$ cat src/verilog/carrierPkg.sv
package carrierPkg;

    // demodulation mode codes with code 7 unused
    localparam logic [2:0] MODE_AM    = 3'd0;
    localparam logic [2:0] MODE_PM    = 3'd1;
    localparam logic [2:0] MODE_FM    = 3'd2;
    localparam logic [2:0] MODE_2FSK  = 3'd3;
    localparam logic [2:0] MODE_BPSK  = 3'd4;
    localparam logic [2:0] MODE_QPSK  = 3'd5;
    localparam logic [2:0] MODE_OQPSK = 3'd6;

    // matched against addr[11:4]
    localparam logic [7:0] CARRIER_SPACE = 8'h24;

    // word selects from addr[3:2]
    localparam logic [1:0] REG_CTRL  = 2'd0;  // bit0 invert, bit1 zero, bit2 sweep
    localparam logic [1:0] REG_GAIN  = 2'd1;
    localparam logic [1:0] REG_LIMIT = 2'd2;
    localparam logic [1:0] REG_SWEEP = 2'd3;

    localparam int ERROR_WIDTH = 8;   // Q1.7
    localparam int ACCUM_WIDTH = 32;

    // field view of the gain register
    typedef struct packed {
        logic [18:0] reservedHi;
        logic [4:0]  lagExp;      // bits 12:8
        logic [2:0]  reservedLo;
        logic [4:0]  leadExp;     // bits 4:0
    } gainFields_t;

    // The gain register is written a byte at a time on the bus side and read
    // as exponent fields on the loop side.
    typedef union packed {
        logic [3:0][7:0] bytes;
        gainFields_t     fields;
    } gainWord_u;

endpackage

$ cat src/verilog/loopRegs.sv
module loopRegs (
    input  logic                  clk,
    input  logic                  reset,
    input  logic [11:0]           addr,
    input  logic [31:0]           din,
    input  logic                  wr0,
    input  logic                  wr1,
    input  logic                  wr2,
    input  logic                  wr3,
    output logic [31:0]           dout,
    output logic                  invertError,
    output logic                  zeroError,
    output logic                  sweepEnable,
    output carrierPkg::gainWord_u gainWord,
    output logic [31:0]           limit,
    output logic [31:0]           sweepStep
);

    logic                  inSpace;
    logic [1:0]            regSel;
    logic [3:0]            wrLane;
    logic [31:0]           ctrlReg;
    carrierPkg::gainWord_u gainReg;
    logic [31:0]           limitReg;
    logic [31:0]           sweepReg;

    assign inSpace = (addr[11:4] == carrierPkg::CARRIER_SPACE);
    assign regSel  = addr[3:2];
    assign wrLane  = {wr3, wr2, wr1, wr0};  // lane 0 is din[7:0]

    always_ff @(posedge clk) begin
        if (reset) begin
            ctrlReg  <= '0;
            gainReg  <= '0;
            limitReg <= '0;
            sweepReg <= '0;
        end else if (inSpace) begin
            for (int lane = 0; lane < 4; lane++) begin
                if (wrLane[lane]) begin
                    case (regSel)
                        carrierPkg::REG_CTRL:  ctrlReg[lane*8 +: 8]  <= din[lane*8 +: 8];
                        carrierPkg::REG_GAIN:  gainReg.bytes[lane]   <= din[lane*8 +: 8];
                        carrierPkg::REG_LIMIT: limitReg[lane*8 +: 8] <= din[lane*8 +: 8];
                        default:               sweepReg[lane*8 +: 8] <= din[lane*8 +: 8];
                    endcase
                end
            end
        end
    end

    // readback of the addressed word
    always_comb begin
        dout = '0;
        if (inSpace) begin
            case (regSel)
                carrierPkg::REG_CTRL:  dout = ctrlReg;
                carrierPkg::REG_GAIN:  dout = gainReg.bytes;
                carrierPkg::REG_LIMIT: dout = limitReg;
                default:               dout = sweepReg;
            endcase
        end
    end

    assign invertError = ctrlReg[0];
    assign zeroError   = ctrlReg[1];
    assign sweepEnable = ctrlReg[2];
    assign gainWord    = gainReg;
    assign limit       = limitReg;   // integrator bound magnitude
    assign sweepStep   = sweepReg;   // sweep increment magnitude

endmodule

$ cat src/verilog/errorSelect.sv
module errorSelect (
    input  logic       clk,
    input  logic       reset,
    input  logic [2:0] demodMode,
    input  logic [7:0] phase,
    input  logic [7:0] freq,
    input  logic [7:0] offsetError,
    input  logic       offsetErrorEn,
    input  logic       ddcSync,
    input  logic       resampSync,
    input  logic       invertError,
    input  logic       zeroError,
    output logic [7:0] loopError,
    output logic       errorValid
);

    logic [7:0] modeError;
    logic       modeSync;
    logic       modeEn;
    logic       rawStrobe;
    logic [7:0] adjError;

    // pick error source, timing strobe and enable per mode
    always_comb begin
        modeError = 8'h00;
        modeSync  = ddcSync;
        modeEn    = 1'b1;
        case (demodMode)
            carrierPkg::MODE_AM: begin
                modeError = 8'h00;
            end
            carrierPkg::MODE_PM: begin
                modeError = phase;
            end
            carrierPkg::MODE_FM: begin
                modeError = freq;
            end
            carrierPkg::MODE_2FSK: begin
                modeError = offsetError;
                modeSync  = resampSync;   // symbol rate pacing
                modeEn    = offsetErrorEn;
            end
            carrierPkg::MODE_BPSK: begin
                modeError = {phase[6:0], 1'b0};  // 2x strips the modulation
            end
            carrierPkg::MODE_QPSK,
            carrierPkg::MODE_OQPSK: begin
                modeError = {phase[5:0], 2'b00} - 8'h20;  // 4x minus 45 degrees
            end
            default: begin
                modeError = 8'h00;
                modeSync  = 1'b1;         // free running
            end
        endcase
    end

    assign rawStrobe = modeSync & modeEn;

    // zero wins over invert
    always_comb begin
        if (zeroError) begin
            adjError = 8'h00;
        end else if (invertError) begin
            adjError = ~modeError + 8'd1;  // wraps at 0x80
        end else begin
            adjError = modeError;
        end
    end

    always_ff @(posedge clk) begin
        if (reset) begin
            loopError  <= '0;
            errorValid <= 1'b0;
        end else begin
            errorValid <= rawStrobe;
            if (rawStrobe) begin
                loopError <= adjError;  // held between samples
            end
        end
    end

endmodule

$ cat src/verilog/leadGain.sv
module leadGain (
    input  logic                               clk,
    input  logic                               reset,
    input  logic                               errorValid,
    input  logic [carrierPkg::ERROR_WIDTH-1:0] loopError,
    input  logic [4:0]                         leadExp,
    output logic [carrierPkg::ACCUM_WIDTH-1:0] leadError
);

    localparam int PAD = carrierPkg::ACCUM_WIDTH - carrierPkg::ERROR_WIDTH;

    logic signed [carrierPkg::ACCUM_WIDTH-1:0] errorWord;
    logic signed [carrierPkg::ACCUM_WIDTH-1:0] scaled;

    // error into the top byte as e * 2^24
    assign errorWord = $signed({loopError, {PAD{1'b0}}});

    // proportional gain is 2^-leadExp
    assign scaled = errorWord >>> leadExp;

    always_ff @(posedge clk) begin
        if (reset) begin
            leadError <= '0;
        end else if (errorValid) begin
            leadError <= scaled;
        end
    end

endmodule

$ cat src/verilog/lagGain.sv
module lagGain (
    input  logic                               clk,
    input  logic                               reset,
    input  logic                               errorValid,
    input  logic [carrierPkg::ERROR_WIDTH-1:0] loopError,
    input  logic [4:0]                         lagExp,
    input  logic [carrierPkg::ACCUM_WIDTH-1:0] limit,
    input  logic                               sweepEnable,
    input  logic [carrierPkg::ACCUM_WIDTH-1:0] sweepStep,
    output logic [carrierPkg::ACCUM_WIDTH-1:0] lagAccum
);

    localparam int AW  = carrierPkg::ACCUM_WIDTH;
    localparam int XW  = AW + 2;   // headroom for overshoot detection
    localparam int PAD = AW - carrierPkg::ERROR_WIDTH;

    logic signed [AW-1:0] errorWord;
    logic signed [AW-1:0] errorScaled;
    logic signed [XW-1:0] errorExt;
    logic signed [XW-1:0] accumExt;
    logic signed [XW-1:0] stepExt;
    logic signed [XW-1:0] posLim;
    logic signed [XW-1:0] negLim;
    logic signed [XW-1:0] sum;
    logic [AW-1:0]        nextAccum;
    logic                 nextDown;
    logic                 dirDown;      // sweep direction with 0 as up

    assign errorWord   = $signed({loopError, {PAD{1'b0}}});
    assign errorScaled = errorWord >>> lagExp;

    assign errorExt = {{2{errorScaled[AW-1]}}, errorScaled};
    assign accumExt = {{2{lagAccum[AW-1]}}, lagAccum};
    assign posLim   = $signed({2'b00, limit});
    assign negLim   = -posLim;

    // sweep steps toward the current direction
    assign stepExt = dirDown ? -$signed({2'b00, sweepStep}) : $signed({2'b00, sweepStep});

    always_comb begin
        sum       = accumExt + (sweepEnable ? stepExt : errorExt);
        nextAccum = sum[AW-1:0];
        nextDown  = dirDown;
        if (sum > posLim) begin
            nextAccum = posLim[AW-1:0];
            nextDown  = ~dirDown;       // bounce off the top
        end else if (sum < negLim) begin
            nextAccum = negLim[AW-1:0];
            nextDown  = ~dirDown;       // bounce off the bottom
        end
    end

    always_ff @(posedge clk) begin
        if (reset) begin
            lagAccum <= '0;
            dirDown  <= 1'b0;
        end else begin
            if (errorValid) begin
                lagAccum <= nextAccum;
            end
            if (!sweepEnable) begin
                dirDown <= 1'b0;        // next sweep starts upward
            end else if (errorValid) begin
                dirDown <= nextDown;
            end
        end
    end

endmodule

$ cat src/verilog/loopFilter.sv
module loopFilter (
    input  logic                               clk,
    input  logic                               reset,
    input  logic                               errorValid,
    input  logic [carrierPkg::ERROR_WIDTH-1:0] loopError,
    input  logic [4:0]                         leadExp,
    input  logic [4:0]                         lagExp,
    input  logic [carrierPkg::ACCUM_WIDTH-1:0] limit,
    input  logic                               sweepEnable,
    input  logic [carrierPkg::ACCUM_WIDTH-1:0] sweepStep,
    output logic [carrierPkg::ACCUM_WIDTH-1:0] freqOffset,
    output logic                               freqEn
);

    logic [carrierPkg::ACCUM_WIDTH-1:0] leadError;
    logic [carrierPkg::ACCUM_WIDTH-1:0] lagAccum;
    logic                               sumLoad;

    leadGain u_leadGain (
        .clk        (clk),
        .reset      (reset),
        .errorValid (errorValid),
        .loopError  (loopError),
        .leadExp    (leadExp),
        .leadError  (leadError)
    );

    lagGain u_lagGain (
        .clk         (clk),
        .reset       (reset),
        .errorValid  (errorValid),
        .loopError   (loopError),
        .lagExp      (lagExp),
        .limit       (limit),
        .sweepEnable (sweepEnable),
        .sweepStep   (sweepStep),
        .lagAccum    (lagAccum)
    );

    always_ff @(posedge clk) begin
        if (reset) begin
            sumLoad    <= 1'b0;
            freqOffset <= '0;
            freqEn     <= 1'b0;
        end else begin
            sumLoad <= errorValid;      // gain registers just loaded
            freqEn  <= sumLoad;         // pulses with the new sum
            if (sumLoad) begin
                freqOffset <= lagAccum + leadError;
            end
        end
    end

endmodule

$ cat src/verilog/carrierLoop.sv
module carrierLoop (
    input  logic        clk,
    input  logic        reset,
    input  logic        ddcSync,
    input  logic        resampSync,
    input  logic        wr0,
    input  logic        wr1,
    input  logic        wr2,
    input  logic        wr3,
    input  logic [11:0] addr,
    input  logic [31:0] din,
    output logic [31:0] dout,
    input  logic [2:0]  demodMode,
    input  logic [7:0]  phase,
    input  logic [7:0]  freq,
    input  logic [7:0]  offsetError,
    input  logic        offsetErrorEn,
    output logic [31:0] carrierFreqOffset,
    output logic        carrierFreqEn
);

    logic                  invertError;
    logic                  zeroError;
    logic                  sweepEnable;
    carrierPkg::gainWord_u gainWord;
    logic [4:0]            leadExp;
    logic [4:0]            lagExp;
    logic [31:0]           limit;
    logic [31:0]           sweepStep;
    logic [7:0]            loopError;
    logic                  errorValid;

    loopRegs u_loopRegs (
        .clk         (clk),
        .reset       (reset),
        .addr        (addr),
        .din         (din),
        .wr0         (wr0),
        .wr1         (wr1),
        .wr2         (wr2),
        .wr3         (wr3),
        .dout        (dout),
        .invertError (invertError),
        .zeroError   (zeroError),
        .sweepEnable (sweepEnable),
        .gainWord    (gainWord),
        .limit       (limit),
        .sweepStep   (sweepStep)
    );

    // exponent fields out of the gain word
    assign leadExp = gainWord.fields.leadExp;
    assign lagExp  = gainWord.fields.lagExp;

    errorSelect u_errorSelect (
        .clk           (clk),
        .reset         (reset),
        .demodMode     (demodMode),
        .phase         (phase),
        .freq          (freq),
        .offsetError   (offsetError),
        .offsetErrorEn (offsetErrorEn),
        .ddcSync       (ddcSync),
        .resampSync    (resampSync),
        .invertError   (invertError),
        .zeroError     (zeroError),
        .loopError     (loopError),
        .errorValid    (errorValid)
    );

    loopFilter u_loopFilter (
        .clk         (clk),
        .reset       (reset),
        .errorValid  (errorValid),
        .loopError   (loopError),
        .leadExp     (leadExp),
        .lagExp      (lagExp),
        .limit       (limit),
        .sweepEnable (sweepEnable),
        .sweepStep   (sweepStep),
        .freqOffset  (carrierFreqOffset),
        .freqEn      (carrierFreqEn)
    );

endmodule

$ cat config.mk
export PLATFORM = sky130hd
export DESIGN_NAME = carrierLoop
export DESIGN_NICKNAME = d
export VERILOG_FILES = /design/src/verilog/carrierPkg.sv /design/src/verilog/loopRegs.sv /design/src/verilog/errorSelect.sv /design/src/verilog/leadGain.sv /design/src/verilog/lagGain.sv /design/src/verilog/loopFilter.sv /design/src/verilog/carrierLoop.sv
export SDC_FILE = /design/constraint.sdc
export NUM_CORES = 1
export LEC_CHECK = 0
export BUFFER_PORTS_ARGS = -buffer_cell sky130_fd_sc_hd__buf_4
export CAP_MARGIN = 0
export CORE_UTILIZATION = 51
export CTS_CLUSTER_SIZE = 16
export DETAILED_ROUTE_END_ITERATION = 10
export PLACE_DENSITY = 0.73
export SETUP_SLACK_MARGIN = 0.05
export SLEW_MARGIN = 5
export SYNTH_ARGS = -nofsm -noshare
export SYNTH_HDL_FRONTEND = slang
export SYNTH_SLANG_ARGS = --single-unit
$ cat constraint.sdc
create_clock -name clk -period 6.6 [get_ports clk]
set_clock_uncertainty 0.1 [all_clocks]
set_input_delay 1.65 -clock clk [delete_from_list [all_inputs] [get_ports clk]]
set_output_delay 1.65 -clock clk [all_outputs]
set_load 0.02 [all_outputs]
### Yosys cells after proc, flatten, opt, wreduce, memory -nomap -nowiden

Index checks and enable logic that the tools add are counted.

* register bits: 236
* input port bits: 80
* output and inout port bits: 65
* logic and storage cells: 85

* magnitude comparators: 2
* add/sub/neg operators: 6
* mux-type cells: 13
* bitwise operators: 5
* eq/ne operators: 9
* shifts and indexed selects: 2
* reductions and logical operators: 24

Operators by type and width (number)
* $mux W32: 3
* $pmux W32 S3: 1
* $mux W34: 2
* $neg A32 Y34: 2
* $sshr A32 B5 Y32: 2
* $reduce_and A3 Y1: 16
* $pmux W8 S5: 1
* $add A32 B34 Y34: 1
* $gt A34 B33 Y1: 1
* $lt A34 B34 Y1: 1
* $add A32 B32 Y32: 1
* $mux W8: 2
* $eq A3 B3 Y1 const B: 3
* $add A8 B1 Y8 const B: 1
* $eq A8 B6 Y1 const B: 1
* $not A8 Y8: 1
* $sub A8 B6 Y8 const B: 1
* $eq A3 B2 Y1 const B: 2
* $reduce_or A6 Y1: 1
* $reduce_or A2 Y1: 2
* $eq A3 B1 Y1 const B: 1
* $logic_not A3 Y1: 1
* $mux W1: 3
* $not A1 Y1: 3
* 8 further kinds: 8

### Longest topological paths before layout

* depth in word-level cells: 7
* gate-level depth with buffers: 31

### Hierarchy

From an unflattened synthesis, not the netlist that was laid out.

* cells, all modules: 2346
* area, all modules: 19961.6 µm²

Modules (own cells, without submodules)
* lagGain: instances 1, area each 7641.1 µm², cells each 1103, sequential area each 660.6 µm²
* loopRegs: instances 1, area each 6361.1 µm², cells each 540, sequential area each 2562.5 µm²
* loopFilter: instances 1, area each 2929.1 µm², cells each 366, sequential area each 680.7 µm²
* leadGain: instances 1, area each 2109.5 µm², cells each 236, sequential area each 640.6 µm²
* errorSelect: instances 1, area each 920.9 µm², cells each 101, sequential area each 180.2 µm²

### Least setup slack after synthesis

Ideal clock, no wire load.

* path type: reg-to-reg
* start point: register u_loopRegs.sweepReg[18], in the netlist u_loopRegs.sweepStep[18]
* end point: register u_loopFilter.u_lagGain.lagAccum[21] (netlist bit)
* setup time: 0.133 ns
* clock period less this slack: 6.917 ns
* data required time: 6.367 ns
* slack: -0.317 ns
* stages on the path, launching flop included: 24
* arrival time: 6.684 ns
* cells stage by stage: dfxtp_1 or4_4 or4_4 or3_1 o31ai_1 xor2_1 o21ai_0 ha_1 o21ai_0 o21bai_1 a211oi_1 o21ai_0 mux2_2 nor4b_1 ha_1 nand4_1 nor3_1 nand3_1 a2111oi_1 o21ai_1 clkinv_1 clkbuf_1 mux2i_1 o221ai_1

* cells in the longest elaborated chain, start to end: 7
* elaborated cells on any way between the ends: 8
* classes of those cells: add/sub (2); order compare (2); mux (4)

Ends and longest elaborated chain
* from (decl): RTL line loopRegs.sv:25 `logic [31:0] sweepReg;`
* from (signal, indexed assignment): RTL line loopRegs.sv:44 `default: sweepReg[lane*8 +: 8] <= din[lane*8 +: 8];`
* $neg A32 Y34: RTL line lagGain.sv:38 `assign stepExt = dirDown ? -$signed({2'b00, sweepStep}) : $signed({2'b00, sweepStep});`
* $mux W34 *: RTL line lagGain.sv:38
* $mux W34 *: RTL line lagGain.sv:41 `sum = accumExt + (sweepEnable ? stepExt : errorExt);`
* $add A32 B34 Y34 *: RTL line lagGain.sv:41
* $lt A34 B34 Y1: RTL line lagGain.sv:47 `end else if (sum < negLim) begin`
* $mux W32: RTL line lagGain.sv:47
* $mux W32 *: RTL line lagGain.sv:44 `if (sum > posLim) begin`
* to (signal assigned): RTL line lagGain.sv:59 `lagAccum <= nextAccum;`
* to (decl): RTL line lagGain.sv:10 `output logic [carrierPkg::ACCUM_WIDTH-1:0] lagAccum`

Mark *: on every way between the ends. The rest lies on a longest branch, timed or not.
A chain may end at the register's enable or synchronous reset.

### Worst setup path after layout

* start point: register u_loopRegs.gainReg (netlist bit u_loopRegs.gainWord[9])
* end point: register u_loopFilter.u_lagGain.lagAccum[22] (netlist bit)

* cells in the longest elaborated chain, start to end: 6
* elaborated cells on any way between the ends: 7
* classes of those cells: add/sub (1); order compare (2); shift (1); mux (3)

Ends and longest elaborated chain
* from (decl): RTL line loopRegs.sv:23 `carrierPkg::gainWord_u gainReg;`
* $sshr A32 B5 Y32 *: RTL line lagGain.sv:30 `assign errorScaled = errorWord >>> lagExp;`
* $mux W34 *: RTL line lagGain.sv:41
* $add A32 B34 Y34 *: RTL line lagGain.sv:41
* $lt A34 B34 Y1: RTL line lagGain.sv:47
* $mux W32: RTL line lagGain.sv:47
* $mux W32 *: RTL line lagGain.sv:44

Marked as above.

==> results.toml <==
[run_status]
status = "complete, no violations"

[die]
io_pins = 145
die_h_um = 192
die_w_um = 192
die-area_sq_um = 36900
core_area_sq_um = 35600
placementRows = 69
start_util = 0.517

[sta]
post-route-period-util = 0.976
setup_ws_ps = 159
max_freq_mhz = 155
worst_pin_slew_ps = 1080
slew_viol_final = 0
holdWs_ps = 361
slew_headroom = 0.278
min_period_ps = 6440
finalSetupViolations = 0
finalHoldViolCount = 0

[setup_path]
cp_top_family = "compound AO/OA/AOI/OAI gates"
r2r_end = "u_loopFilter.u_lagGain.lagAccum[22]"
path_max_fanout = 8
slowest_stage = "a2111oi_4"
r2r-start = "u_loopRegs.gainWord[9]"
crit_arrival_ps = 6810
slowest_delay_ps = 450
path_buf_inv = 5
startpoint_type = "flop"
r2r_cells = 30
worstSetupEndpointType = "flop"
rrSetupSlack_ps = 160
required_ps = 6970
crit_type = "reg2reg"
cpMostUsedCell = "buf_4"

[hold_path]
hp-start = "u_loopFilter.freqOffset[6]"
worstHoldEndpoint = "u_loopFilter.freqOffset[6]"
hold_path.class = "reg2reg"
hold_depth = 2

[synthesis]
synth_edf_count = 0
synth_nets = 2470
synth_flop_cell = "dfxtp_1"
seq_area_frac_synth = 0.257
synth_top_area_frac = 0.257
synthArstFlopShare = 0
ys_warn_count = 0
netlist_area_sq_um = 18400
synthDistinctLibCells = 84
synthTopCellsByArea = "dfxtp_1 26%, mux2i_1 9.4%, ha_1 9.0%"
synth-seq-cells = 236
avgSynthCellArea_sq_um = 8.16
yosysTopAreaCell = "dfxtp_1"
netlist_instances = 2255

[placement]
place_hpwl_um = 46000
pre_cts_slack_ps = -167
port_buffers = 142
globalplace.congestion = 0.980

[cells_and_area]
nets = 2732
area.growth.synth_to_final_pct = 24.4
drive_above_1_share = 0.240
diodes = 0
final_util = 0.643

[drt]
drcViolationCount = 0
wirelength_um = 61900
antenna_left = 0
num_vias = 18471
wire_per_inst_um = 20.7
vias_per_cell = 6.17
first_pass_iters = 7
drt_iter0_markers = 1780

[cts]
cts.sinks = 236
cts_buffer_depth = 3
cts_root_buf = "clkbuf_16"
clk_latency_ps = 560
cts_made_buffers = 27
path_clk_slew_ps = 70
htreeDepth = 1
cts_tree = "built"

[power]
powerDensity_nw_per_um2 = 228
switchingPower_mw = 1.88
seq_power_share = 0.296
p_leak_nw = 10.8
p_int_mw = 3.35
peakVddDrop_mv = 0.236
power.share.switching = 0.359
pwr-share-clk = 0.284
combinationalPowerShare = 0.420

[run]
drv_cap = 0

[global_route]
antenna_found_initial = 0
overflow = 0
grt_usage = 0.319
grt_pass1_vias = 16867
grt_pass1_wl_um = 92400
grt_max_degree = 120
synth_stat cells, drive strengths merged (5+ instances only):
cell type	number
mux2	19
nand3	64
clkbuf	108
nor2b	36
a21o	39
nor3	49
o221ai	9
nand2	156
xor2	46
nor4	15
o21a	14
nand3b	7
o31ai	20
or4	6
nand4	36
o211a	7
mux4	32
o221a	9
nor4b	6
mux2i	173
a22oi	12
or3	12
o22ai	11
a21boi	5
buf	18
nand2b	32
or2	7
a31oi	10
dfxtp	236
o211ai	23
inv	79
o21bai	8
nor2	298
ha	133
o21ai	137
and2	7
a211o	7
a221oi	7
xnor2	66
o32ai	17
a21oi	142
a211oi	35
and3	52
placed cells by master (no fill, tap or decap), drive strengths merged, types with 23 or more instances in the layout:
master  instances
mux4           32
xor2           46
nor2b          36
and3           52
a211oi         35
nand2         156
nor2          298
nor3           49
ha            133
xnor2          66
clkbuf         43
dfxtp         236
buf           355
inv            81
nand3          64
o21ai         137
nand4          36
mux2i         173
nand2b         32
a21oi         142
o211ai         23
a21o           39
worst register-to-register path, delay by kind of cell, from the launching register on:
kind / cells / cell delay (ps)
compound gates: 13 / 2440
fa+ha+maj: 2 / 590
buf+inv: 5 / 780
flops: 1 / 380
mux: 3 / 770
simple gates: 7 / 1290
cell families after synthesis:
kind of cell	Yosys count	share of synthesized area
simple gates	791	0.206
xor+xnor	112	0.0533
fa+ha+maj	135	0.0926
flops	236	0.257
compound gates	548	0.201
buf+inv	209	0.0455
mux	224	0.145
power by group through the flow:
stage               sequential (mW)  combinational, mW  clock (mW)
global placement               1.57               1.71           0
floorplan                      1.54               1.19           0
CTS                            1.54               1.77        1.50
finish                         1.55               2.19        1.49
global route                   1.55               2.31        1.55
detailed placement             1.57               1.74           0
sequential cells by signal (all words and copies together), names as in the netlist:
| register | cells |
|---|---|
| u_loopRegs.ctrlReg | 32 |
| u_loopFilter.u_lagGain.dirDown | 1 |
| u_loopFilter.freqOffset | 32 |
| u_loopFilter.u_lagGain.lagAccum | 32 |
| u_errorSelect.loopError | 8 |
| u_errorSelect.errorValid | 1 |
| u_loopRegs.sweepStep | 32 |
| u_loopRegs.gainWord | 32 |
| u_loopRegs.limit | 32 |
| u_loopFilter.u_leadGain.leadError | 32 |
| u_loopFilter.freqEn | 1 |
| u_loopFilter.sumLoad | 1 |
final cells by class:
class,instances,area (sq um)
clock buffers,39,801
clock inverters,7,63.8
fillers,3003,12700
inverters,83,312
multi-input cells,1810,13500
flip-flops and latches,236,4730
well taps,461,577
repair buffers,359,2860
timing repair:
action                                 4_1_cts  5_1_grt
pin swaps                                    1       42
gates cloned                                 0        4
resized for setup                           18      121
hold buffers                                 0        0
setup buffers                                1       16
setup endpoints to repair                   33       33
endpoints found under the hold margin        0        0
layer usage:
layer,vias to the layer above,share of wire,GRT usage,wire (um)
li1,8764,-,-,-
met1,8863,0.45,0.455,27700
met2,731,0.46,0.513,28300
met3,113,0.069,0.0311,4250
met4,0,0.027,0.0812,1700
met5,-,0,0,0
worst max-delay path by stage:
| stage | start | endpoint | slack [ps] | depth (start not counted) |
|---|---|---|---|---|
| floorplan | u_loopRegs.sweepStep[18] | u_loopFilter.u_lagGain.lagAccum[21] | 180 | 23 |
| global placement | u_loopRegs.gainWord[9] | u_loopFilter.u_lagGain.lagAccum[19] | -40 | 27 |
| detailed placement | u_loopRegs.gainWord[9] | u_loopFilter.u_lagGain.lagAccum[12] | -170 | 27 |
| CTS | u_loopRegs.sweepStep[18] | u_loopFilter.u_lagGain.lagAccum[12] | 50 | 26 |
| global route | u_loopRegs.sweepStep[2] | u_loopFilter.u_lagGain.lagAccum[22] | -20 | 29 |
| finish | u_loopRegs.gainWord[9] | u_loopFilter.u_lagGain.lagAccum[22] | 160 | 30 |
per-stage QoR:
stage	instances	setup TNS (ps)	total power, mW	area (sq um)
after floorplan	2255	0	2.74	18400
after global placement	2928	-238	3.29	21100
after CTS	2975	0	4.81	22000
after detailed placement	2928	-2420	3.32	21100
after global routing	2995	-94.8	5.41	22900
final	2995	0	5.23	22900
(Power assumes the default switching activity.)
